==> src/hdl/conv_params.svh <==
`ifndef CONV_PARAMS_SVH
`define CONV_PARAMS_SVH

// Side of the square MAC array
`define SA_N        4

// Number of layers in the fixed layer list
`define NUM_LAYERS  3

// Largest output height or width over all layers
`define MAX_DIM     8

// Largest input or output channel count
`define MAX_CH      4

// Layer 0, 6x6 output map
`define L0_H        6
`define L0_W        6
`define L0_IN_C     3
`define L0_OUT_C    2

// Layer 1, exactly one tile
`define L1_H        4
`define L1_W        4
`define L1_IN_C     4
`define L1_OUT_C    3

// Layer 2, wide and short so both edges get masked
`define L2_H        3
`define L2_W        5
`define L2_IN_C     2
`define L2_OUT_C    2

`endif
==> src/hdl/conv_pkg.sv <==
`default_nettype none

`include "conv_params.svh"

package conv_pkg;

  // Feature and weight values
  typedef logic signed [7:0]  feat_t;
  typedef logic signed [7:0]  wgt_t;

  // Accumulator, wide enough for bias plus MAX_CH products
  typedef logic signed [23:0] acc_t;

  typedef logic [$clog2(`NUM_LAYERS)-1:0] layer_idx_t;

  // Shared by input step and output channel
  typedef logic [$clog2(`MAX_CH)-1:0]     chnl_idx_t;

  // Output map row or column, one spare bit for origin plus SA_N
  typedef logic [$clog2(`MAX_DIM):0]      coord_t;

  // Sequencer states
  typedef enum logic [2:0] {
    S_IDLE,
    S_CLEAR,
    S_BIAS_REQ,
    S_BIAS_LOAD,
    S_RUN,
    S_DRAIN,
    S_DONE
  } seq_state_t;

endpackage

`default_nettype wire

==> src/hdl/result_writer.sv <==
`timescale 1ns/1ps
`default_nettype none

`include "conv_params.svh"

module result_writer
  import conv_pkg::*;
(
  input  logic      clk
  ,input  logic     reset
  ,input  logic     drain_go
  ,input  logic     hold
  ,input  logic [`SA_N*`SA_N-1:0] pe_mask
  ,input  acc_t [`SA_N*`SA_N-1:0] acc
  ,input  layer_idx_t layer
  ,input  chnl_idx_t chnl
  ,input  coord_t   tile_row
  ,input  coord_t   tile_col
  ,output logic     out_valid
  ,output layer_idx_t out_layer
  ,output chnl_idx_t out_chnl
  ,output coord_t   out_row
  ,output coord_t   out_col
  ,output acc_t     out_data
  ,output logic     drain_done
);

  localparam int LANES = `SA_N * `SA_N;

  logic                     active;
  logic [$clog2(LANES)-1:0] lane;

  // First active lane at or after the scan point, and whether another follows
  logic [$clog2(LANES)-1:0] cur;
  logic                     found;
  logic                     more;
  logic                     emit;

  always_comb begin
    cur   = lane;
    found = 1'b0;
    more  = 1'b0;
    for (int n = 0; n < LANES; n++) begin
      if (n >= lane && pe_mask[n]) begin
        if (!found) begin
          cur   = ($clog2(LANES))'(n);
          found = 1'b1;
        end else begin
          more = 1'b1;
        end
      end
    end
  end

  assign emit = active && !hold && found;

  always_ff @(posedge clk or posedge reset) begin
    if (reset) begin
      active     <= 1'b0;
      lane       <= '0;
      drain_done <= 1'b0;
    end else begin
      drain_done <= 1'b0;
      if (drain_go) begin
        active <= 1'b1;
        lane   <= '0;
      end else if (active && !found) begin
        // Nothing left to send
        active     <= 1'b0;
        drain_done <= 1'b1;
      end else if (emit) begin
        if (more) begin
          lane <= cur + 1'b1;
        end else begin
          active     <= 1'b0;
          drain_done <= 1'b1;
        end
      end
    end
  end

  // Pixel out with absolute map coordinates
  assign out_valid = emit;
  assign out_layer = layer;
  assign out_chnl  = chnl;
  assign out_row   = tile_row + coord_t'(cur / `SA_N);
  assign out_col   = tile_col + coord_t'(cur % `SA_N);
  assign out_data  = acc[cur];

endmodule

`default_nettype wire

==> config.mk <==
export PLATFORM = sky130hd
export DESIGN_NAME = result_writer
export DESIGN_NICKNAME = d
export VERILOG_FILES = /design/src/hdl/conv_pkg.sv /design/src/hdl/result_writer.sv
export VERILOG_INCLUDE_DIRS = /design/src /design/src/hdl
export SDC_FILE = /design/constraint.sdc
export NUM_CORES = 1
export LEC_CHECK = 0
export BUFFER_PORTS_ARGS = -buffer_cell sky130_fd_sc_hd__buf_2
export CORE_AREA = 4 4 175 177
export CTS_BUF_LIST = sky130_fd_sc_hd__clkbuf_8
export CTS_CLUSTER_SIZE = 28
export DETAILED_ROUTE_END_ITERATION = 10
export DIE_AREA = 0 0 179 181
export SYNTH_ARGS = -nofsm -noshare
export SYNTH_HDL_FRONTEND = slang
export SYNTH_SLANG_ARGS = --single-unit
==> constraint.sdc <==
create_clock -name clk -period 9.6 [get_ports clk]
set_clock_uncertainty 0.15 [all_clocks]
set_input_delay 1.92 -clock clk [delete_from_list [all_inputs] [get_ports clk]]
set_output_delay 1.92 -clock clk [all_outputs]
set_load 0.02 [all_outputs]
## Word-level counts from Yosys, hierarchy flattened

Cells that the tools add are included.

| word-level totals | value |
|---|---|
| flip-flop bits (word level) | 6 |
| bits of input ports | 416 |
| output and inout port bits | 38 |
| logic and storage cells | 140 |

| cells by class | value |
|---|---|
| add/sub/neg operators | 3 |
| $lt $le $gt $ge | 16 |
| equality and inequality tests | 2 |
| multiplexer cells | 91 |
| reduce and logical (&&, ||, !) cells | 25 |

Operator list:

| operator | count |
|---|---|
| 4-bit two-way mux | 35 |
| 24-bit binary-select mux with 4-bit select | 1 |
| 1-bit two-way mux | 54 |
| 4-bit >= comparator, first input constant | 7 |
| 24-bit two-way mux | 1 |
| 1-bit logical AND | 18 |
| 3-bit by 4-bit >= comparator with 1-bit output, first input constant | 4 |
| 4-bit by 2-bit adder with 4-bit output | 2 |
| 1-bit by 4-bit >= comparator with 1-bit output, first input constant | 2 |
| 2-bit by 4-bit >= comparator with 1-bit output, first input constant | 2 |
| 4-bit by 5-bit < comparator with 1-bit output, second input constant | 1 |
| 4-bit by 1-bit adder with 4-bit output, second input constant | 1 |
| 2-bit nonzero test | 2 |
| 3-bit by 2-bit != test with 1-bit output, second input constant | 1 |
| 3-bit AND reduction | 1 |
| 3-bit nonzero test | 1 |
| 1-bit logical NOT | 2 |
| 2-bit != test, second input constant | 1 |
| 2-bit AND reduction | 1 |

## Logic depth before layout (Yosys ltp)

| logic depth | value |
|---|---|
| depth in word-level cells | 38 |
| depth in mapped cells | 15 |
| depth with buffers taken out | 12 |

## Worst setup path after synthesis

No wires, ideal clock.

| timing path | value |
|---|---|
| path type | input-to-output |
| start point | input pe_mask[9] |
| end point | output out_row[2] |
| arrival time | 4.442 ns |
| data required time | 7.530 ns |
| setup slack | 3.088 ns |
| cell stages on the path | 13 |
| buffers on the path | 3 |
| path through | clkbuf_1 -> o31a_1 -> a21oi_4 -> nand3_2 -> nor2_1 -> nor2_4 -> inv_4 -> buf_6 -> buf_2 -> ha_1 -> inv_1 -> fa_1 -> xnor2_1 |

| between the ends | value |
|---|---|
| cells in the longest elaborated chain, start to end | 15 |
| elaborated cells on any way between the ends | 21 |
| those cells by class | 1 x add/sub; 19 x mux; 1 x reduce/logical |

RTL lines:

| item | RTL line | RTL |
|---|---|---|
| start: declaration | result_writer.sv:13 | `` ,input logic [`SA_N*`SA_N-1:0] pe_mask `` |
| 1-bit logical AND (*) | result_writer.sv:44 | `if (n >= lane && pe_mask[n]) begin` |
| 4-bit two-way mux / 1-bit two-way mux (equally long branches) | result_writer.sv:44 |  |
| 4-bit two-way mux | result_writer.sv:45 | `if (!found) begin` |
| 4-bit two-way mux | result_writer.sv:44 |  |
| 4-bit two-way mux | result_writer.sv:45 |  |
| 4-bit two-way mux | result_writer.sv:44 |  |
| 4-bit two-way mux | result_writer.sv:45 |  |
| 4-bit two-way mux | result_writer.sv:44 |  |
| 4-bit two-way mux | result_writer.sv:45 |  |
| 4-bit two-way mux | result_writer.sv:44 |  |
| 4-bit two-way mux | result_writer.sv:45 |  |
| 4-bit two-way mux | result_writer.sv:44 |  |
| 4-bit two-way mux | result_writer.sv:45 |  |
| 4-bit two-way mux (*) | result_writer.sv:44 |  |
| 4-bit by 2-bit adder with 4-bit output (*) | result_writer.sv:86 | `` assign out_row = tile_row + coord_t'(cur / `SA_N); `` |
| end: declaration | result_writer.sv:22 | `,output coord_t out_row` |

Mark *: on every way between the ends. The rest lies on a longest branch, timed or not.

## Worst setup path after layout

| timing path | value |
|---|---|
| start point | input pe_mask[4] |
| end point | output out_data[20] |

| between the ends | value |
|---|---|
| cells in the longest elaborated chain, start to end | 26 |
| elaborated cells on any way between the ends | 37 |
| those cells by class | 36 x mux; 1 x reduce/logical |

RTL lines:

| item | RTL line | RTL |
|---|---|---|
| 1-bit logical AND (*) | result_writer.sv:44 |  |
| 4-bit two-way mux / 1-bit two-way mux (equally long branches) | result_writer.sv:44 |  |
| 4-bit two-way mux | result_writer.sv:45 |  |
| 4-bit two-way mux | result_writer.sv:44 |  |
| 4-bit two-way mux | result_writer.sv:45 |  |
| 4-bit two-way mux | result_writer.sv:44 |  |
| 4-bit two-way mux | result_writer.sv:45 |  |
| 4-bit two-way mux | result_writer.sv:44 |  |
| [10 not listed] | n/a |  |
| 4-bit two-way mux | result_writer.sv:45 |  |
| 4-bit two-way mux | result_writer.sv:44 |  |
| 4-bit two-way mux | result_writer.sv:45 |  |
| 4-bit two-way mux | result_writer.sv:44 |  |
| 4-bit two-way mux | result_writer.sv:45 |  |
| 4-bit two-way mux (*) | result_writer.sv:44 |  |
| 24-bit binary-select mux with 4-bit select (*) | result_writer.sv:88 | `assign out_data = acc[cur];` |
| 24-bit two-way mux (implied by the code) (*) | result_writer.sv:88 |  |
| end: declaration | result_writer.sv:24 | `,output acc_t out_data` |

Mark *: on every way between the ends. The rest lies on a longest branch, timed or not. The select of a mux whose other input is x is not followed.

==> qor.txt <==
Final period util: 82.0%
Register bit count reported by yosys: 6
DRT antenna net count: 0
Post-route DRC: 0
Initial DRC Count: 829
Worst min path class: reg -> reg
Critical path cell sequence: buf_2, a21boi_1, o21a_1, nor3_1, nand3_2, nor2_1, nor2_4, inv_4, nand2_1, o22ai_1, o21ai_1, o221ai_1, buf_2
H-tree Lvls: 1
Worst IR drop on VDD: 0.219 mV
Kind of launch point of the worst setup path: input pin
Top-count cell post-synth: nand2_1
Core footprint: 0.0292 mm²
Setup-failing EPs final: 0
WL per Instance: 22.0 µm
Syn Nets: 1110
Area leader, netlist: mux2i_1
Iteration count of the initial detailed-routing pass: 6
Clock latency on the worst-skew pair: 220 ps
Die H: 181 µm
Io pins: 454
CTS sink cnt: 6
Top cells by count, synth: nand2_1 (91), mux2i_1 (74), a21oi_1 (33), clkbuf_1 (32), nand2b_1 (31)
Core Rows: 63
Largest net degree at the start of global routing: 66
Synth Cell Area: 0.00496 mm²
# fillers: 3299
Area contributors post-synth: mux2i_1 (15%), nand2_1 (6.9%), a222oi_1 (4.8%), a32o_1 (4.8%), o221ai_1 (4.8%)
Cell family with most CP delay: simple AND/OR/NAND/NOR gates
Clk pin slew, worst setup/hold paths: 40 ps
Hold-fix buffers at CTS: 0
Clk buf depth: 2
PwrDens: 290 mW/mm²
Max Cap Violations: 0
Final hold slack: 353 ps
HPWL after DPL: 27.4 mm
Achievable Freq: 127 MHz
Crit path kind: in -> out
Tmin final: 7870 ps
Yosys warning total: 0
Initial antenna violation count: 9
Cells after Synth: 687
PortBufs: 445
Yosys top cell area share: 14.9%
WP data required: 7530 ps
Total wire length: 32.3 mm
GRT Util Overall: 17.9%
Slowest CP cell: nand2_1
Setup Fix Bufs, Post-CTS: 0
Die Wd: 179 µm
CP max stage delay: 840 ps
Bufs and invs on worst path: 3
Vias in the first global route: 6992
Post-synthesis area per instance: 7.22 µm²
Setup TNS: 0 ps
Full die area: 0.0324 mm²
Asr flop ratio synth: 100%
Max Slew Vio Count: 0
Initial Util: 17.0%
Crit path DAT: 5800 ps
Area grow syn2layout: 50.5%
Vias/cell: 5.12
Cts repair resizes: 0
Total gr overflow: 0
Final hold violation count: 0
Multi-input gate area: 0.00439 mm²
CTS Root Cell: clkbuf_8
Net count of the finished layout: 1500
RSZ-0062 raised after global routing: false
Tightest Pin Transition: 1270 ps
Number of flops mapped to enable cells by yosys: 0
GPL Wtd Cong: 0.993
CP endpoint kind: primary output
Post-synthesis sequential area ratio: 3.03%
Lkg Pwr: 3.49 nW
Reg area: 150 µm²
Layout cells sized above 1: 47.1%
Most used cell along the critical path: buf_2
Outcome: finished clean
Worst-path fanout max: 65
TritonCTS clock tree: built
Max_slew headroom: 15.3%
Num CTS Buffers: 3
Synth unique cells: 74
Primary FF master, synth: dfrtp_1
First-pass GRT wire length: 43.7 mm
Via count: 7518
metal layers:
| layer | track usage, % | wire [µm] | vias up |
|---|---|---|---|
| li1 | - | - | 3494 |
| met1 | 24.5 | 13500 | 3505 |
| met2 | 29.0 | 14600 | 453 |
| met3 | 4.06 | 3410 | 54 |
| met4 | 2.82 | 688 | 12 |
| met5 | 0 | 73 | - |
layout by cell type (no fill, tap or decap), types with 4 or more instances in the layout:
cell type  synthesis  routed
a221oi_1          25      25
a31oi_1            4       4
o221ai_1          27      27
and2_1            29      29
ha_1               5       5
mux2_2            16      16
nand3_1            6       6
nor2_1            26      24
inv_1              8       8
nand2_1           91      91
mux2i_1           74      74
o211ai_1           4       4
buf_4             13      13
mux2_1             8       8
o21a_1             4       4
a222oi_1          24      24
a32o_1            24      24
a211oi_1          28      28
nor2b_1            7       7
a21oi_1           33      33
dfrtp_1            6       6
o21ai_0           20      20
buf_2             21     445
o21ai_1           12      12
o22ai_1           26      26
nand2b_1          31      31
nor3_1             7       7
sequential cells by signal, summed over array words and instances, names as in the netlist:
name,count
active,1
lane,4
drain_done,1
metrics by stage:
step | instances | area, µm² | utilization [%] | setup slack (ps) | total power, mW
3_5_place_dp | 1462 | 7420 | 25.4 | 1730 | 2.11
2_1_floorplan | 687 | 4960 | - | 3090 | 1.43
4_1_cts | 1465 | 7460 | 25.5 | 1720 | 2.15
3_3_place_gp | 1462 | 7420 | 25.4 | 1820 | 2.12
6_report | 1468 | 7470 | 25.5 | 1730 | 2.16
5_1_grt | 1468 | 7470 | 25.5 | 1370 | 2.31
cell type report:
type                    instances  share of cell area [%]
multi-input cells             596                    58.8
flip-flops and latches          6                    2.01
diodes                          3                   0.101
well taps                     390                    6.54
repair buffers                459                    31.4
inverters                      11                   0.603
clock buffers                   3                   0.553
cells by family after synthesis:
| family | Yosys count | synth area share (%) |
|---|---|---|
| buf+inv | 85 | 9.21 |
| flops | 6 | 3.03 |
| xor+xnor | 5 | 0.883 |
| simple gates | 222 | 23.2 |
| compound gates | 263 | 41.1 |
| mux | 98 | 20.4 |
| fa+ha+maj | 8 | 2.30 |
power by group:
part	switching (mW)	internal (mW)
combinational	1.34	0.722
sequential	0.0299	0.0297
clock	0.0115	0.0270
worst paths after layout:
kind | end | slack (ps) | startpoint | cells past startpoint
setup reg to reg | lane[2] | 5310 | lane[2] | 10
hold / removal | active | 350 | active | 1
max in group asynchronous | lane[3] | 7660 | reset | 2
setup / recovery | out_data[20] | 1730 | pe_mask[4] | 13
min in group asynchronous | lane[2] | 1450 | reset | 2
hold reg to reg | active | 350 | active | 1
Power figures use the tool's default switching activity.
