$ cat src/hdl/conv_params.svh
`ifndef CONV_PARAMS_SVH
`define CONV_PARAMS_SVH

// Side of the square MAC array
`define SA_N        4

// Number of layers in the fixed layer list
`define NUM_LAYERS  3

// Largest output height or width over all layers
`define MAX_DIM     8

// Largest input or output channel count
`define MAX_CH      4

// Layer 0, 6x6 output map
`define L0_H        6
`define L0_W        6
`define L0_IN_C     3
`define L0_OUT_C    2

// Layer 1, exactly one tile
`define L1_H        4
`define L1_W        4
`define L1_IN_C     4
`define L1_OUT_C    3

// Layer 2, wide and short so both edges get masked
`define L2_H        3
`define L2_W        5
`define L2_IN_C     2
`define L2_OUT_C    2

`endif
$ cat src/hdl/conv_pkg.sv
`default_nettype none

`include "conv_params.svh"

package conv_pkg;

  // Feature and weight values
  typedef logic signed [7:0]  feat_t;
  typedef logic signed [7:0]  wgt_t;

  // Accumulator, wide enough for bias plus MAX_CH products
  typedef logic signed [23:0] acc_t;

  typedef logic [$clog2(`NUM_LAYERS)-1:0] layer_idx_t;

  // Shared by input step and output channel
  typedef logic [$clog2(`MAX_CH)-1:0]     chnl_idx_t;

  // Output map row or column, one spare bit for origin plus SA_N
  typedef logic [$clog2(`MAX_DIM):0]      coord_t;

  // Sequencer states
  typedef enum logic [2:0] {
    S_IDLE,
    S_CLEAR,
    S_BIAS_REQ,
    S_BIAS_LOAD,
    S_RUN,
    S_DRAIN,
    S_DONE
  } seq_state_t;

endpackage

`default_nettype wire

$ cat src/hdl/layer_sequencer.sv
`timescale 1ns/1ps
`default_nettype none

`include "conv_params.svh"

module layer_sequencer
  import conv_pkg::*;
(
  input  logic       clk
  ,input  logic      reset
  ,input  logic      start
  ,input  logic      hold
  ,input  logic      fetch_idle
  ,input  logic      drain_done
  ,output logic      clear
  ,output logic      bias_req
  ,output logic      run_go
  ,output logic      drain_go
  ,output logic      busy
  ,output logic      done
  ,output layer_idx_t layer
  ,output chnl_idx_t chnl
  ,output coord_t    tile_row
  ,output coord_t    tile_col
  ,output chnl_idx_t in_ch
  ,output logic [15:0] pe_mask
);

  seq_state_t state, next_state;

  // Geometry of the current layer
  coord_t lay_h, lay_w;
  logic [$clog2(`MAX_CH):0] lay_in_c, lay_out_c;

  // Remaining extent from the tile origin, clipped to the array
  coord_t rem_h, rem_w;
  coord_t ext_h, ext_w;

  logic last_col, last_row, last_chnl, last_layer, last_all;

  // Table lookup on the layer index
  always_comb begin
    case (layer)
      2'd0: begin
        lay_h     = coord_t'(`L0_H);
        lay_w     = coord_t'(`L0_W);
        lay_in_c  = `L0_IN_C;
        lay_out_c = `L0_OUT_C;
      end
      2'd1: begin
        lay_h     = coord_t'(`L1_H);
        lay_w     = coord_t'(`L1_W);
        lay_in_c  = `L1_IN_C;
        lay_out_c = `L1_OUT_C;
      end
      default: begin
        lay_h     = coord_t'(`L2_H);
        lay_w     = coord_t'(`L2_W);
        lay_in_c  = `L2_IN_C;
        lay_out_c = `L2_OUT_C;
      end
    endcase
  end

  // Tile extent and active PE mask
  always_comb begin
    rem_h = lay_h - tile_row;
    rem_w = lay_w - tile_col;
    ext_h = (rem_h < coord_t'(`SA_N)) ? rem_h : coord_t'(`SA_N);
    ext_w = (rem_w < coord_t'(`SA_N)) ? rem_w : coord_t'(`SA_N);
    for (int i = 0; i < `SA_N; i++) begin
      for (int j = 0; j < `SA_N; j++) begin
        pe_mask[i*`SA_N+j] = (i < ext_h) && (j < ext_w);
      end
    end
  end

  // End conditions, tiles walk columns first
  assign last_col   = (tile_col + coord_t'(`SA_N)) >= lay_w;
  assign last_row   = (tile_row + coord_t'(`SA_N)) >= lay_h;
  assign last_chnl  = (chnl == chnl_idx_t'(lay_out_c - 1'b1));
  assign last_layer = (layer == layer_idx_t'(`NUM_LAYERS - 1));
  assign last_all   = last_col && last_row && last_chnl && last_layer;

  // Count minus one, as the fetch step counter expects
  assign in_ch = chnl_idx_t'(lay_in_c - 1'b1);

  always_ff @(posedge clk or posedge reset) begin
    if (reset) begin
      state    <= S_IDLE;
      layer    <= '0;
      chnl     <= '0;
      tile_row <= '0;
      tile_col <= '0;
    end else begin
      state <= next_state;
      if (state == S_IDLE && start) begin
        layer    <= '0;
        chnl     <= '0;
        tile_row <= '0;
        tile_col <= '0;
      end else if (state == S_DRAIN && drain_done) begin
        // Advance column, then row, then channel, then layer
        if (!last_col) begin
          tile_col <= tile_col + coord_t'(`SA_N);
        end else begin
          tile_col <= '0;
          if (!last_row) begin
            tile_row <= tile_row + coord_t'(`SA_N);
          end else begin
            tile_row <= '0;
            if (!last_chnl) begin
              chnl <= chnl + 1'b1;
            end else begin
              chnl  <= '0;
              // Wrap so a later start repeats the same walk
              layer <= last_layer ? '0 : layer + 1'b1;
            end
          end
        end
      end
    end
  end

  always_comb begin
    next_state = state;
    case (state)
      S_IDLE:      if (start) next_state = S_CLEAR;
      S_CLEAR:     next_state = S_BIAS_REQ;
      // Bias read waits out hold like any other read
      S_BIAS_REQ:  if (!hold) next_state = S_BIAS_LOAD;
      S_BIAS_LOAD: next_state = S_RUN;
      S_RUN:       if (fetch_idle) next_state = S_DRAIN;
      S_DRAIN: begin
        if (drain_done) next_state = last_all ? S_DONE : S_CLEAR;
      end
      S_DONE:      next_state = S_IDLE;
      default:     next_state = S_IDLE;
    endcase
  end

  // Strobes to the datapath
  assign clear    = (state == S_CLEAR);
  assign bias_req = (state == S_BIAS_REQ) && !hold;
  assign run_go   = (state == S_BIAS_LOAD);
  assign drain_go = (state == S_RUN) && fetch_idle;
  assign busy     = (state != S_IDLE);
  assign done     = (state == S_DONE);

endmodule

`default_nettype wire

$ cat config.mk
export PLATFORM = sky130hd
export DESIGN_NAME = layer_sequencer
export DESIGN_NICKNAME = d
export VERILOG_FILES = /design/src/hdl/conv_pkg.sv /design/src/hdl/layer_sequencer.sv
export VERILOG_INCLUDE_DIRS = /design/src /design/src/hdl
export SDC_FILE = /design/constraint.sdc
export NUM_CORES = 1
export LEC_CHECK = 0
export ABC_AREA = 1
export BUFFER_PORTS_ARGS = -buffer_cell sky130_fd_sc_hd__clkbuf_2
export CORE_UTILIZATION = 35
export DETAILED_ROUTE_END_ITERATION = 10
export GPL_TIMING_DRIVEN = 0
export SLEW_MARGIN = 20
export SYNTH_ARGS = -nofsm -noshare
export SYNTH_HDL_FRONTEND = slang
export SYNTH_SLANG_ARGS = --single-unit
$ cat constraint.sdc
create_clock -name clk -period 1.85 [get_ports clk]
set_input_delay 0.0925 -clock clk [delete_from_list [all_inputs] [get_ports clk]]
set_output_delay 0.0925 -clock clk [all_outputs]
set_load 0.02 [all_outputs]
# Word level (Yosys, flattened, before mapping)
# Index checks and enable logic that the tools add are counted.
# totals
regBits	15
inputBits	6
out_inout_bits	36
word_cells	103
# classes
n_addsub	8
order_cmp	12
eq_ne	13
n_mux	30
n_reduce_logical	35
# op_table
operator	n
4-bit 2-to-1 mux	9
1-bit logical AND	23
2-bit 2-to-1 mux	11
3-bit one-hot mux with 6 select lines	1
1-bit by 4-bit less-than comparator with 1-bit output, first input constant	4
2-bit by 4-bit less-than comparator with 1-bit output, first input constant	4
3-bit 2-to-1 mux	5
3-bit == test, second input constant	3
4-bit by 3-bit adder with 4-bit output, second input constant	2
4-bit greater-or-equal comparator	2
4-bit by 3-bit less-than comparator with 1-bit output, second input constant	2
2-bit inequality test, second input constant	4
2-bit one-hot mux with 2 select lines	2
4-bit AND reduction	2
2-bit nonzero test	4
4-bit subtractor	2
3-bit by 2-bit == test with 1-bit output, second input constant	2
3-bit one-hot mux with 2 select lines	1
2-bit by 1-bit adder with 2-bit output, second input constant	2
2-bit by 1-bit subtractor with 2-bit output, second input constant	2
3-bit by 1-bit == test with 1-bit output, second input constant	1
3-bit zero test	1
3-bit AND reduction	1
3-bit nonzero test	1
7 further kinds	7

# Depth between registers and ports, before layout
# logic_depth
ltp_word	9
depth_mapped	10
mapped_depth_nobuf	10

# Worst setup path after synthesis
# Ideal clock, no wire load.
# synth_timing
kind	reg-to-output
from	reg tile_row[2]
to	out pe_mask[1]
t_arrival_ps	1630
setup_slack_ps	127
stages_incl_launch_ff	8
path_buffers	0
path_cell_list	dfrtp_1 -> inv_1 -> ha_1 -> inv_1 -> nor2_1 -> inv_1 -> nor2_1 -> nor2_1
# synth_between
elab_chain_cells	5
# synth_rtl
item	line	rtl
start: declaration	layer_sequencer.sv:23	,output coord_t tile_row
start signal: assignment	layer_sequencer.sv:109	tile_row <= tile_row + coord_t'(`SA_N);
4-bit subtractor *	layer_sequencer.sv:67	rem_h = lay_h - tile_row;
4-bit by 3-bit less-than comparator with 1-bit output	layer_sequencer.sv:69	ext_h = (rem_h < coord_t'(`SA_N)) ? rem_h : coord_t'(`SA_N);
4-bit 2-to-1 mux *	layer_sequencer.sv:69	
1-bit by 4-bit less-than comparator with 1-bit output *	layer_sequencer.sv:73	pe_mask[i*`SA_N+j] = (i < ext_h) && (j < ext_w);
1-bit logical AND *	layer_sequencer.sv:73	
end: declaration	layer_sequencer.sv:26	,output logic [15:0] pe_mask
# Every way passes the cells marked *; elsewhere a longest branch is shown, timed or not.

# Worst setup path after layout
# layout_timing
from	reg tile_row[2]
to	out pe_mask[10]
# layout_between
elab_chain_cells	5
# layout_rtl
item	line
4-bit subtractor *	layer_sequencer.sv:67
4-bit by 3-bit less-than comparator with 1-bit output	layer_sequencer.sv:69
4-bit 2-to-1 mux *	layer_sequencer.sv:69
2-bit by 4-bit less-than comparator with 1-bit output *	layer_sequencer.sv:73
1-bit logical AND *	layer_sequencer.sv:73
# Marked as above.

==> reports/metrics.csv <==
metric,value,unit
status,completed,
Clock transition at path regs,70,ps
routed length per placed instance,9.59,um
Top Layer Used,met4,
detailed-route wire length,2280,um
Max clock buf depth,2,
Power Dens Cells,2030,nW/um^2
Max Cap Viol,0,
clk root buf,clkbuf_4,
antenna violation net count after detailed routing,0,
Seq. cell area,277,um^2
Crit. End Element,primary output,
clock buffer count from CTS,3,
worst path required time,1760,ps
Die Area,2990,um^2
layout cells sized above 1,0.337,
Static Leak,0.785,nW
detailed-routed wire length on met3,122,um
Die Height,54.7,um
clk sinks,11,
Final Cell Area,1300,um^2
crit share post-route,0.939,
Post-DP Area,1200,um^2
FILL cells,276,
Via density,4.48,
FP Rows,18,
CP max-delay cell,dfrtp_1,
Core ar.,2540,um^2
max-slew violation count,0,
Final Skew,1.26,ps
Mapped Area,971,um^2
area delta synth->final,34.3,%
I/O Buffers,37,
multi-input logic area,553,um^2
via count,1066,
Remaining DRCs,0,
synthesized area per cell,6.11,um^2
GRT Total Usage,0.158,
drt first pass iters,4,
critical path class,flip-flop to primary output,
largest net degree at the start of global routing,12,
grt ovf,0,
crit start category,flip-flop,
IR Drop Worst-Case VDD,0.00152,V
antenna violations before repair,0,
f_max,575,MHz
# placed instances,229,
routability cong.,0.743,
# nets final,219,
M1 WL,1060,um
CP most frequent cell,inv_2,
Iter 0 DRT Violations,16,
post-synthesis sequential element count,11,
Worst path max stage delay,370,ps
Die X,54.7,um
Layout Cells excl Fill,238,
first-pass GRT wire length,3340,um
Max H-tree Level,1,
"Seq/Total Area, Yosys",0.284,
Yosys warnings,0,
setup violators final,0,
number of global-route vias before repair,814,
class of the worst hold path,input pin to flip-flop,
"Distinct cells, synth",22,
Ant. Diodes,0,
met2 WL,1070,um
crit path time final,1740,ps
Ports,42,
final hold violations,0,
CP max FO,4,
"Arr. time, crit path",1650,ps
synthesized netlist cell count,159,
number of buffers and inverters on the critical path,6,
"CP delay by family, top",buffers and inverters,
critical path cell sequence,"inv_2, ha_1, inv_2, nor2_4, inv_2, nor2_4, inv_1, nand2_2, inv_1, buf_4",
initial core utilization,0.382,
clk_lat worst skew,270,ps
CTS tree,built,
post-DP HPWL,1780,um
report_power, final:
part,leakage [nW],switching [mW],total (mW),internal [mW]
clock network,0.0150,0.0849,0.168,0.0835
registers,0.143,0.115,0.438,0.323
logic,0.627,1.35,2.05,0.697
placed cells by master, fill, tap and decap left out:
master         instances
inv_1                 32
conb_1                 4
inv_2                  5
o21ai_1                1
nand3_1                8
nor3_1                 2
o21ai_0                4
nand4_1                7
nor3b_2                1
dfrtp_1               10
nor3_2                 1
a21oi_1                2
nor2_4                 2
nand3b_1               1
ha_2                   1
ha_1                   3
nand2_4                1
nor2_2                 2
clkbuf_4               3
clkbuf_2              35
nand2_2                5
clkbuf_1               2
dlygate4sd3_1          1
nand3_2                2
buf_4                 11
nor2_1                21
dfrtp_2                1
nand2_1               40
metrics by stage:
stage	TNS, ps	util	total power, mW	hold WS (ps)	setup WS, ps
floorplan	0	-	1.77	-55.1	127
global placement	0	0.473	2.28	85.0	55.2
detailed placement	0	0.473	2.31	88.5	29.1
CTS	0	0.498	2.54	91.6	8.32
global route	-12.2	0.512	2.94	104	-8.25
finish	0	0.512	2.65	97.9	112
repair_timing:
item / in CTS / in global routing
pin swaps: 0 / 2
gates resized for setup: 5 / 10
endpoints found under the setup margin: 12 / 11
buffers inserted: 2 / 3
hold buffers: 1 / 0
endpoints found under the hold margin: 11 / 0
area by class of cell:
| cell class | count | share of cell area |
|---|---|---|
| inverter | 37 | 0.107 |
| tap | 30 | 0.0288 |
| clock buffer | 4 | 0.0202 |
| multi-input combinational | 108 | 0.424 |
| timing repair buffer | 43 | 0.182 |
| buffer | 5 | 0.0259 |
| sequential | 11 | 0.212 |
path summary, 6_finish.rpt:
check	startpoint	to	slack [ps]	cells after the start
worst min register to register	chnl[1]	chnl[1]	530	2
worst min-delay path	hold	state[1]	100	3
worst max-delay path	tile_row[2]	pe_mask[10]	110	10
max in group asynchronous	reset	layer[1]	1200	3
worst max register to register	layer[1]	chnl[1]	240	8
min in group asynchronous	reset	state[2]	330	3
cell families after synthesis:
family | synth area share
AND/OR/NAND/NOR | 0.443
buffers and inverters | 0.182
flip-flops | 0.284
AO/OA/AOI/OAI | 0.0361
adder cells (fa/ha/maj) | 0.0515
other | 0.00386
registers in the layout, indices dropped and copies added, names as in the netlist:
register	flops
chnl	2
layer	2
state	3
tile_col	2
tile_row	2
per-layer routing:
metal / global-route usage / vias up
li1: - / 569
met1: 0.175 / 453
met2: 0.291 / 40
met3: 0.0167 / 4
met4: 0.0769 / 0
met5: 0 / -
synth_stat cells, drive strengths merged:
| cell type | number | area, um^2 |
|---|---|---|
| a21oi | 2 | 10.0 |
| nor3 | 3 | 20.0 |
| nand2 | 46 | 190 |
| o21ai | 5 | 25.0 |
| buf | 4 | 30.0 |
| clkbuf | 2 | 7.51 |
| nor3b | 1 | 12.5 |
| nand4 | 7 | 43.8 |
| inv | 37 | 139 |
| nand3 | 10 | 60.1 |
| nand3b | 1 | 7.51 |
| dfrtp | 11 | 275 |
| conb | 1 | 3.75 |
| nor2 | 25 | 96.4 |
| ha | 4 | 50.1 |
tightest hold or removal path, delay by kind of cell:
| kind | cells | cell delay, ps |
|---|---|---|
| and+or+nand+nor | 2 | 150 |
| buffers and inverters | 1 | 90 |
(Power assumes the default switching activity.)
