<file path="src/hdl/conv_params.svh">
`ifndef CONV_PARAMS_SVH
`define CONV_PARAMS_SVH

// Side of the square MAC array
`define SA_N        4

// Number of layers in the fixed layer list
`define NUM_LAYERS  3

// Largest output height or width over all layers
`define MAX_DIM     8

// Largest input or output channel count
`define MAX_CH      4

// Layer 0, 6x6 output map
`define L0_H        6
`define L0_W        6
`define L0_IN_C     3
`define L0_OUT_C    2

// Layer 1, exactly one tile
`define L1_H        4
`define L1_W        4
`define L1_IN_C     4
`define L1_OUT_C    3

// Layer 2, wide and short so both edges get masked
`define L2_H        3
`define L2_W        5
`define L2_IN_C     2
`define L2_OUT_C    2

`endif
</file>
<file path="src/hdl/conv_pkg.sv">
`default_nettype none

`include "conv_params.svh"

package conv_pkg;

  // Feature and weight values
  typedef logic signed [7:0]  feat_t;
  typedef logic signed [7:0]  wgt_t;

  // Accumulator, wide enough for bias plus MAX_CH products
  typedef logic signed [23:0] acc_t;

  typedef logic [$clog2(`NUM_LAYERS)-1:0] layer_idx_t;

  // Shared by input step and output channel
  typedef logic [$clog2(`MAX_CH)-1:0]     chnl_idx_t;

  // Output map row or column, one spare bit for origin plus SA_N
  typedef logic [$clog2(`MAX_DIM):0]      coord_t;

  // Sequencer states
  typedef enum logic [2:0] {
    S_IDLE,
    S_CLEAR,
    S_BIAS_REQ,
    S_BIAS_LOAD,
    S_RUN,
    S_DRAIN,
    S_DONE
  } seq_state_t;

endpackage

`default_nettype wire

</file>
<file path="src/hdl/operand_fetch.sv">
`timescale 1ns/1ps
`default_nettype none

module operand_fetch
  import conv_pkg::*;
(
  input  logic       clk
  ,input  logic      reset
  ,input  logic      run_go
  ,input  logic      bias_req
  ,input  logic      hold
  ,input  layer_idx_t layer
  ,input  chnl_idx_t chnl
  ,input  chnl_idx_t in_ch
  ,input  coord_t    tile_row
  ,input  coord_t    tile_col
  ,output logic      feat_req
  ,output logic      wgt_req
  ,output logic      wgt_bias
  ,output layer_idx_t req_layer
  ,output chnl_idx_t req_chnl
  ,output chnl_idx_t req_k
  ,output coord_t    req_row
  ,output coord_t    req_col
  ,output logic      bias_valid
  ,output logic      step_valid
  ,output logic      fetch_idle
);

  // Steps still to be issued for this tile
  logic      active;
  chnl_idx_t k;
  logic      issue;

  // No step goes out while hold is high
  assign issue = active && !hold;

  // Memory request strobes
  assign feat_req  = issue;
  assign wgt_req   = issue || bias_req;
  assign wgt_bias  = bias_req;
  assign req_k     = issue ? k : '0;
  assign req_layer = layer;
  assign req_chnl  = chnl;
  assign req_row   = tile_row;
  assign req_col   = tile_col;

  always_ff @(posedge clk or posedge reset) begin
    if (reset) begin
      active     <= 1'b0;
      k          <= '0;
      bias_valid <= 1'b0;
      step_valid <= 1'b0;
    end else begin
      // Valid flags trail the requests by the memory latency
      bias_valid <= bias_req;
      step_valid <= issue;
      if (run_go) begin
        active <= 1'b1;
        k      <= '0;
      end else if (issue) begin
        if (k == in_ch) active <= 1'b0;
        else            k <= k + 1'b1;
      end
    end
  end

  // Idle once the last returned step has been accumulated
  assign fetch_idle = !active && !step_valid;

endmodule

`default_nettype wire

</file>
<file path="config.mk">
export PLATFORM = sky130hd
export DESIGN_NAME = operand_fetch
export DESIGN_NICKNAME = d
export VERILOG_FILES = /design/src/hdl/conv_pkg.sv /design/src/hdl/operand_fetch.sv
export VERILOG_INCLUDE_DIRS = /design/src /design/src/hdl
export SDC_FILE = /design/constraint.sdc
export NUM_CORES = 1
export LEC_CHECK = 0
export ABC_AREA = 0
export BUFFER_PORTS_ARGS = -buffer_cell sky130_fd_sc_hd__buf_2
export CELL_PAD_IN_SITES_DETAIL_PLACEMENT = 2
export CELL_PAD_IN_SITES_GLOBAL_PLACEMENT = 2
export CORE_ASPECT_RATIO = 1.5
export CORE_MARGIN = 2
export CORE_UTILIZATION = 15
export CTS_CLUSTER_SIZE = 20
export DETAILED_ROUTE_END_ITERATION = 10
export PLACE_DENSITY = 0.75
export SYNTH_ARGS = -nofsm -noshare
export SYNTH_HDL_FRONTEND = slang
export SYNTH_SLANG_ARGS = --single-unit
</file>
<file path="constraint.sdc">
create_clock -name clk -period 1.8 [get_ports clk]
set_input_delay 0.09 -clock clk [delete_from_list [all_inputs] [get_ports clk]]
set_output_delay 0.09 -clock clk [all_outputs]
set_load 0.02 [all_outputs]
</file>
* Word level (Yosys, flattened, before mapping)
Index checks and enable logic that the tools add are counted.
** Operators by class
- Reduce and logical (&&, ||, !) cells :: 10
- Equal/unequal tests :: 2
- Multiplexer cells :: 7
- $add $sub $neg :: 1
** Operators with widths (count)
- 2-bit two-way mux :: 4
- 2-bit AND reduction :: 2
- 2-bit nonzero test :: 2
- 1-bit logical NOT :: 3
- 1-bit two-way mux :: 3
- 2-bit by 1-bit adder with 2-bit output (second input constant) :: 1
- 2-bit equality test :: 1
- 1-bit logical AND :: 2
- 2-bit inequality test (second input constant) :: 1
- 1-bit logical OR :: 1
** Word-level totals
- Word-level logic and storage cells :: 24
- Bits of input ports :: 19
- Output and inout bits :: 20
- Bits in registers :: 5

* Logic depth before layout (Yosys ltp)
Gate-level depths: netlist (run 1).
- Word-level depth :: 4
- Mapped depth :: 3
- Mapped depth without buffers :: 3

* Worst setup path after synthesis (run 1)
No wires, ideal clock.
- Path type :: register to register
- Start point :: reg k[1]
- End point :: reg k[1]
- Data required time :: 1.672 ns
- Slack :: 0.584 ns
- Arrival time :: 1.089 ns
- Setup time :: 0.128 ns
- Stages on the path, launching flop included :: 4
- Buffers on the path :: 0
- Period minus slack after synthesis :: 1.216 ns
- Cell sequence :: dfrtp_1 xnor2_1 a211oi_2 mux2_1
** Between the ends
- Word-level cells in the longest chain between the ends :: 4
- Elaborated cells on any way between the ends :: 7
- Classes of those cells :: 1 x add/sub; 2 x eq/ne; 3 x mux; 1 x reduce/logical
** RTL lines
- start, declared :: RTL line operand_fetch.sv:32 : chnl_idx_t k;
- start signal, assigned :: RTL line operand_fetch.sv:63 : else k <= k + 1'b1;
- 2-bit by 1-bit adder with 2-bit output :: RTL line operand_fetch.sv:63
- 2-bit two-way mux :: RTL line operand_fetch.sv:62 : if (k == in_ch) active <= 1'b0;
- 2-bit two-way mux :: RTL line operand_fetch.sv:61 : end else if (issue) begin
- 2-bit two-way mux :: RTL line operand_fetch.sv:58 : if (run_go) begin
Several ways; a longest one is shown, not always the timed one. The select of a mux whose other input is x is not followed.
A chain may end at the register's enable or synchronous reset.

* Final worst setup path (run 1)
- Start point :: reg active
- End point :: out req_k[1]
** Between the ends
- Word-level cells in the longest chain between the ends :: 2
** RTL lines
- start, declared :: RTL line operand_fetch.sv:31 : logic active;
- start signal, assigned :: RTL line operand_fetch.sv:50 : active <= 1'b0;
- start signal, assigned :: RTL line operand_fetch.sv:59 : active <= 1'b1;
- start signal, assigned :: RTL line operand_fetch.sv:62
- 1-bit logical AND :: RTL line operand_fetch.sv:36 : assign issue = active && !hold;
- 2-bit two-way mux :: RTL line operand_fetch.sv:42 : assign req_k = issue ? k : '0;
- end, declared :: RTL line operand_fetch.sv:22 : ,output chnl_idx_t req_k
No other way between the ends.

==> flow_summary_export.csv, run 1 <==
group,metric,value,unit
synthesis,synth_cell_types,14,
routing,vias_per_cell,3.75,
routing,drt_first_pass_iters,1,
cells_and_area,final_common_cell,"buf_2",
cells_and_area,drive_gt1_share,46.7,%
clock_network,clk_latency,0.23,ns
timing,fin_crit_sh,75.6,%
routing,drtIter0Drc,0,
floorplanning,ioPinCount,39,
timing,hold_violations,0,
placement,pre_cts_ws,0.523,ns
timing,finalMaxSlewViolations,0,
floorplanning,die_w,43.7,µm
clock_network,clk_pin_slew_worst_paths,0.04,ns
worst_setup_path,cp.arrival,1.27,ns
cells_and_area,area_growth,13.4,%
placement,port-buffer-count,14,
floorplanning,initial_core_util,15.9,%
synthesis,netlist_instances,38,
global_route,grt_max_degree,6,
routing,drt_wl_total,729,µm
placement,place_congestion,0.662,
clock_network,tritoncts,"yes",
flow_run,cap_violations,0,
routing,drc,0,
timing,fin_worst_skew,0.000224,ns
floorplanning,die_h,63.5,µm
synthesis,syn_nets,57,
floorplanning,core,2230,µm²
cells_and_area,post-route-util,18.0,%
cells_and_area,diodes,0,
power_and_ir_drop,vdd_drop_max,0.336,mV
worst_setup_path,critPathKind,"reg -> out",
clock_network,htreeDepth,1,
routing,avgRoutedWirePerCell,10.7,µm
power_and_ir_drop,leakage,0.203,nW
clock_network,cts_buffers,3,
routing,num_vias,255,
global_route,antenna_found_initial,0,
worst_hold_path,hp-class,"in -> reg",
synthesis,synth_seq_cells,5,
timing,setup_viol,0,
cells_and_area,fin_nets,65,
worst_setup_path,endpoint_kind,"output port",
worst_setup_path,crit_path_start,"active$_DFFE_PP0P_",
clock_network,post-cts-setup-buffer-count,0,
worst_setup_path,start_kind,"flop",
timing,max_freq,0.735,GHz
power_and_ir_drop,powerDensity,848,nW/µm²
routing,ant_nets,0,
synthesis,ys_warn_count,0,
global_route,first_global_vias,284,
synthesis,syn_area,354,µm²
global_route,overflow,0,
cells_and_area,fillCellCount,258,
synthesis,ys_seq_area_share,35.3,%
clock_network,cts_resized,0,
global_route,grt_pass1_wl,1.17,mm
cells_and_area,mostFrequentLayoutCells,"buf_2 (14), nor2_1 (5), dfrtp_1 (5)",
floorplanning,dieArea,2770,µm²
timing,setup_ws,0.439,ns
placement,hpwlAfterDp,601,µm
floorplanning,row_count,21,
timing,max_slew_margin,81.5,%
timing,rsz0062_at_grt,"false",
clock_network,ctsRootBufferMaster,"clkbuf_4",
clock_network,ctsHoldBuffers,2,
outcome,status,"finished, final reports clean",
worst_setup_path,cp_max_fo,5,
clock_network,cts_buffer_depth,2,
clock_network,cts_sinks,5,
worst_setup_path,crit_required,1.71,ns
worst_hold_path,hp-start,"run_go",
worst_setup_path,r2r_start,"k[1]$_DFFE_PP0P_",
timing,tns,0,ns
global_route,gr-usage-all-layers,5.79,%
timing,worst_pin_slew,0.275,ns
synthesis,avgSynthCellArea,9.32,µm²
timing,finalCriticalPeriod,1.36,ns
-- critical path: stages (launching register included) --
cell      delay (ns)
dfrtp_1         0.38
nand2b_1        0.19
inv_1           0.10
and2_2          0.20
buf_2           0.15
-- routing by layer --
layer	track usage (%)	vias up	share of wire [%]
li1	-	120	-
met1	6.42	122	37
met2	8.64	11	51
met3	1.15	2	9.6
met4	5.68	0	1.4
met5	0	-	0
-- cells in the mapped netlist, drive strengths merged --
master	n	area, µm²
a21o	1	7.51
nand3b	1	7.51
a21oi	1	5.00
and2	1	7.51
inv	3	11.3
mux2	2	22.5
xnor2	2	17.5
a211oi	1	12.5
nor2	5	18.8
buf	13	97.6
dfrtp	5	125
and2b	1	8.76
nand2b	2	12.5
-- state kept, by name (all words and copies together) (netlist names) --
signal,flops
active,1
bias_valid,1
k,2
step_valid,1
-- cell type report --
| class | instances | area [µm²] | area share, % |
|---|---|---|---|
| timing repair buffer | 16 | 90.1 | 22.4 |
| sequential | 5 | 125 | 31.2 |
| multi-input combinational | 17 | 120 | 29.9 |
| inverter | 3 | 11.3 | 2.80 |
| tap | 23 | 28.8 | 7.17 |
| clock buffer | 4 | 26.3 | 6.54 |
-- worst paths after layout --
| path | endpoint | slack (ns) | depth (start not counted) |
|---|---|---|---|
| worst min-delay path | active$_DFFE_PP0P_ | 0.11 | 2 |
| worst max-delay path | req_k[1] | 0.44 | 4 |
| worst max register to register | k[1]$_DFFE_PP0P_ | 0.52 | 3 |
| max in group asynchronous | k[1]$_DFFE_PP0P_ | 1.33 | 3 |
| worst min register to register | active$_DFFE_PP0P_ | 0.50 | 1 |
| min in group asynchronous | step_valid$_DFF_PP0_ | 0.30 | 3 |
-- power breakdown --
group	internal [mW]	switching, mW	leakage, nW	total [mW]
Sequential	0.124	0.00804	0.0599	0.132
Clock	0.0834	0.0404	0.0150	0.124
Combinational	0.0361	0.0491	0.128	0.0851
Total	0.243	0.0975	0.203	0.341
-- metrics by stage --
| step | std cells | area, µm² | power [mW] | hold slack [ns] |
|---|---|---|---|---|
| final | 68 | 402 | 0.341 | 0.105 |
| after global routing | 68 | 402 | 0.371 | 0.107 |
| after CTS | 68 | 402 | 0.352 | 0.102 |
| after detailed placement | 62 | 355 | 0.218 | 0.00437 |
| after global placement | 62 | 355 | 0.215 | -0.00310 |
| after floorplan | 38 | 354 | 0.227 | -0.131 |
-- cell families after synthesis --
| kind of cell | count (synthesis) | synth area share (%) |
|---|---|---|
| buffers and inverters | 16 | 30.7 |
| and+or+nand+nor | 10 | 15.5 |
| DFF | 5 | 35.3 |
| AOI/OAI and AO/OA | 3 | 7.07 |
| xor gates and xnor gates | 2 | 4.95 |
| muxes | 2 | 6.36 |
Note: power is estimated with default switching activity, not from simulation.
==> inputs of run 2 (changes only) <==
ABC_AREA = 1   (was 0)
clock period = 1.3 ns   (was 1.8 ns; I/O delays follow)
==> run 2 against run 1 <==
Against the previous run:
- sequential share of layout area decreased by 3.5 points
- synthesized area increased by 7.4%
- critical endpoint is now req_k[0]
- register-to-register slack got worse by 0.26 ns
- synthesized cell count increased by 32%
- combinational power increased by 66%
- core utilization increased by 0.66 points
- critical path type unchanged
- flip-flop and latch count unchanged
- design area increased by 12%
- critical path depth increased by 1
- power increased by 48%
- clock power increased by 44%
- highest routed layer is now met3
==> flow_summary_export.csv, run 2 <==
group,metric,value,unit
outcome,status,"finished, final reports clean",
clock_network,htreeDepth,1,
clock_network,cts_buffers,3,
worst_hold_path,hp-class,"in -> reg",
worst_setup_path,cp.arrival,1.13,ns
synthesis,ys_warn_count,0,
power_and_ir_drop,powerDensity,1120,nW/µm²
global_route,grt_pass1_wl,1.32,mm
floorplanning,ioPinCount,39,
floorplanning,core,2420,µm²
floorplanning,row_count,22,
cells_and_area,diodes,0,
power_and_ir_drop,vdd_drop_max,0.173,mV
synthesis,yosysTopAreaCell,"dfrtp_1",
routing,drt_wl_total,829,µm
global_route,grt.met2_usage,10.7,%
routing,drt_first_pass_iters,2,
synthesis,synth_most_common_cell,"buf_4",
cells_and_area,mostFrequentLayoutCells,"buf_2 (12), nand2_1 (10), inv_1 (5), dfrtp_1 (5)",
timing,max_slew_margin,87.3,%
global_route,grt_max_degree,7,
synthesis,synth_edf_count,0,
routing,vias_per_cell,3.92,
synthesis,syn_nets,69,
clock_network,cts_sinks,5,
cells_and_area,regMostFlops,"k",
worst_setup_path,start_kind,"flop",
synthesis,synth_cell_types,13,
clock_network,ctsRootBufferMaster,"clkbuf_4",
floorplanning,initial_core_util,15.7,%
global_route,busiest_layer,"met2",
placement,place_congestion,0.617,
synthesis,netlist_instances,50,
timing,fin_worst_skew,0.00319,ns
global_route,met1_usage,5.32,%
clock_network,cts_buffer_depth,2,
timing,hold_violations,0,
flow_run,cap_violations,0,
worst_setup_path,critPathKind,"reg -> out",
timing,finalMaxSlewViolations,0,
floorplanning,die_w,45.1,µm
cells_and_area,area_growth,18.7,%
global_route,antenna_found_initial,0,
power_and_ir_drop,leakage,0.254,nW
cells_and_area,final_common_cell,"buf_2",
synthesis,syn_area,380,µm²
synthesis,synth_seq_cells,5,
worst_setup_path,endpoint_kind,"output port",
timing,tns,0,ns
cells_and_area,post-route-util,18.6,%
global_route,global_route.usage.met3,2.75,%
worst_setup_path,crit_required,1.24,ns
synthesis,synth_area_leaders,"dfrtp_1 (33%), buf_4 (26%), nand2_1 (9.9%), nand2_2 (6.6%), inv_1 (4.9%)",
timing,fin_crit_sh,92.2,%
worst_setup_path,cp_max_fo,5,
global_route,overflow,0,
global_route,gr-usage-all-layers,6.29,%
floorplanning,die_h,65.7,µm
clock_network,tritoncts,"yes",
routing,num_vias,325,
clock_network,clk_latency,0.24,ns
routing,drtIter0Drc,1,
routing,ant_nets,0,
routing,avgRoutedWirePerCell,9.99,µm
synthesis,ys.flop_type,"dfrtp_1",
synthesis,avgSynthCellArea,7.61,µm²
placement,hpwlAfterDp,686,µm
timing,setup_viol,0,
routing,drc,0,
timing,worst_pin_slew,0.191,ns
cells_and_area,drive_gt1_share,49.2,%
synthesis,yosysTopAreaCellShare,32.9,%
synthesis,ys_seq_area_share,32.9,%
placement,port-buffer-count,14,
floorplanning,dieArea,2960,µm²
cells_and_area,fin_nets,79,
clock_network,clk_pin_slew_worst_paths,0.04,ns
timing,rsz0062_at_grt,"false",
cells_and_area,largest_reg_flops,2,
timing,finalCriticalPeriod,1.20,ns
global_route,first_global_vias,341,
synthesis,synth_commonest_cells,"buf_4 (13), nand2_1 (10), dfrtp_1 (5), inv_1 (5), nand2_2 (4)",
synthesis,async_reset_ff_share,100,%
timing,max_freq,0.834,GHz
[run 2: cell types whose count changed in the layout (fill, tap and decap cells not counted), moves of 3 or more]
cell	delta
buf_4	+4
inv_2	+3
nand2_1	+10
nand2_2	+4
nor2_1	-3
[run 2: what timing repair did]
item	4_1_cts	5_1_grt
endpoints found under the setup margin	0	2
gates resized for setup	0	3
buffers inserted	0	2
hold endpoints to repair	6	0
hold buffers	2	0
[run 2: area by class of cell]
type                    instances  area [µm²]
multi-input cells              24         130
fillers                       302        1970
inverters                       8        30.0
well taps                      24        30.0
clock buffers                   4        26.3
flip-flops and latches          5         125
repair buffers                 18         110
[run 2: path summary, 6_finish.rpt]
path	cells after the start	to	slack [ns]	from
hold / removal	3	active$_DFFE_PP0P_	0.06	run_go
min in group asynchronous	3	k[1]$_DFFE_PP0P_	0.27	reset
max in group asynchronous	3	k[0]$_DFFE_PP0P_	0.85	reset
setup reg to reg	6	k[1]$_DFFE_PP0P_	0.26	active$_DFFE_PP0P_
setup / recovery	5	req_k[0]	0.10	active$_DFFE_PP0P_
hold reg to reg	2	active$_DFFE_PP0P_	0.51	active$_DFFE_PP0P_
[run 2: worst max-delay path, stage by stage (launching register included)]
cell,delay [ns]
dfrtp_1,0.36
inv_1,0.08
nor2_4,0.16
inv_2,0.07
nor2_1,0.09
buf_4,0.14
[run 2: kinds of logic after synthesis]
group | count (synthesis) | share of synthesized area [%]
xor+xnor | 1 | 2.30
compound gates | 1 | 1.31
simple gates | 22 | 29.9
flops | 5 | 32.9
buf+inv | 21 | 33.6
[run 2: per-layer routing]
metal | vias to the layer above | share of wire, %
li1 | 152 | -
met4 | 0 | 0
met2 | 13 | 55
met1 | 160 | 35
met5 | - | 0
met3 | 0 | 9.5
[run 2: through the flow]
step           hold slack (ns)  total power, mW  setup slack (ns)  cell area [µm²]  instances
3_3_place_gp           -0.0340            0.309             0.298              383         75
5_1_grt                 0.0878            0.539          0.000589              452         83
2_1_floorplan           -0.156            0.326             0.292              380         50
4_1_cts                 0.0290            0.510            0.0651              429         81
6_report                0.0585            0.504             0.101              452         83
3_5_place_dp           -0.0218            0.317             0.277              383         75
[run 2: power by group]
group,switching [mW],leakage [nW],internal (mW)
registers,0.0153,0.0598,0.171
logic,0.0847,0.179,0.0563
clock network,0.0616,0.0150,0.116
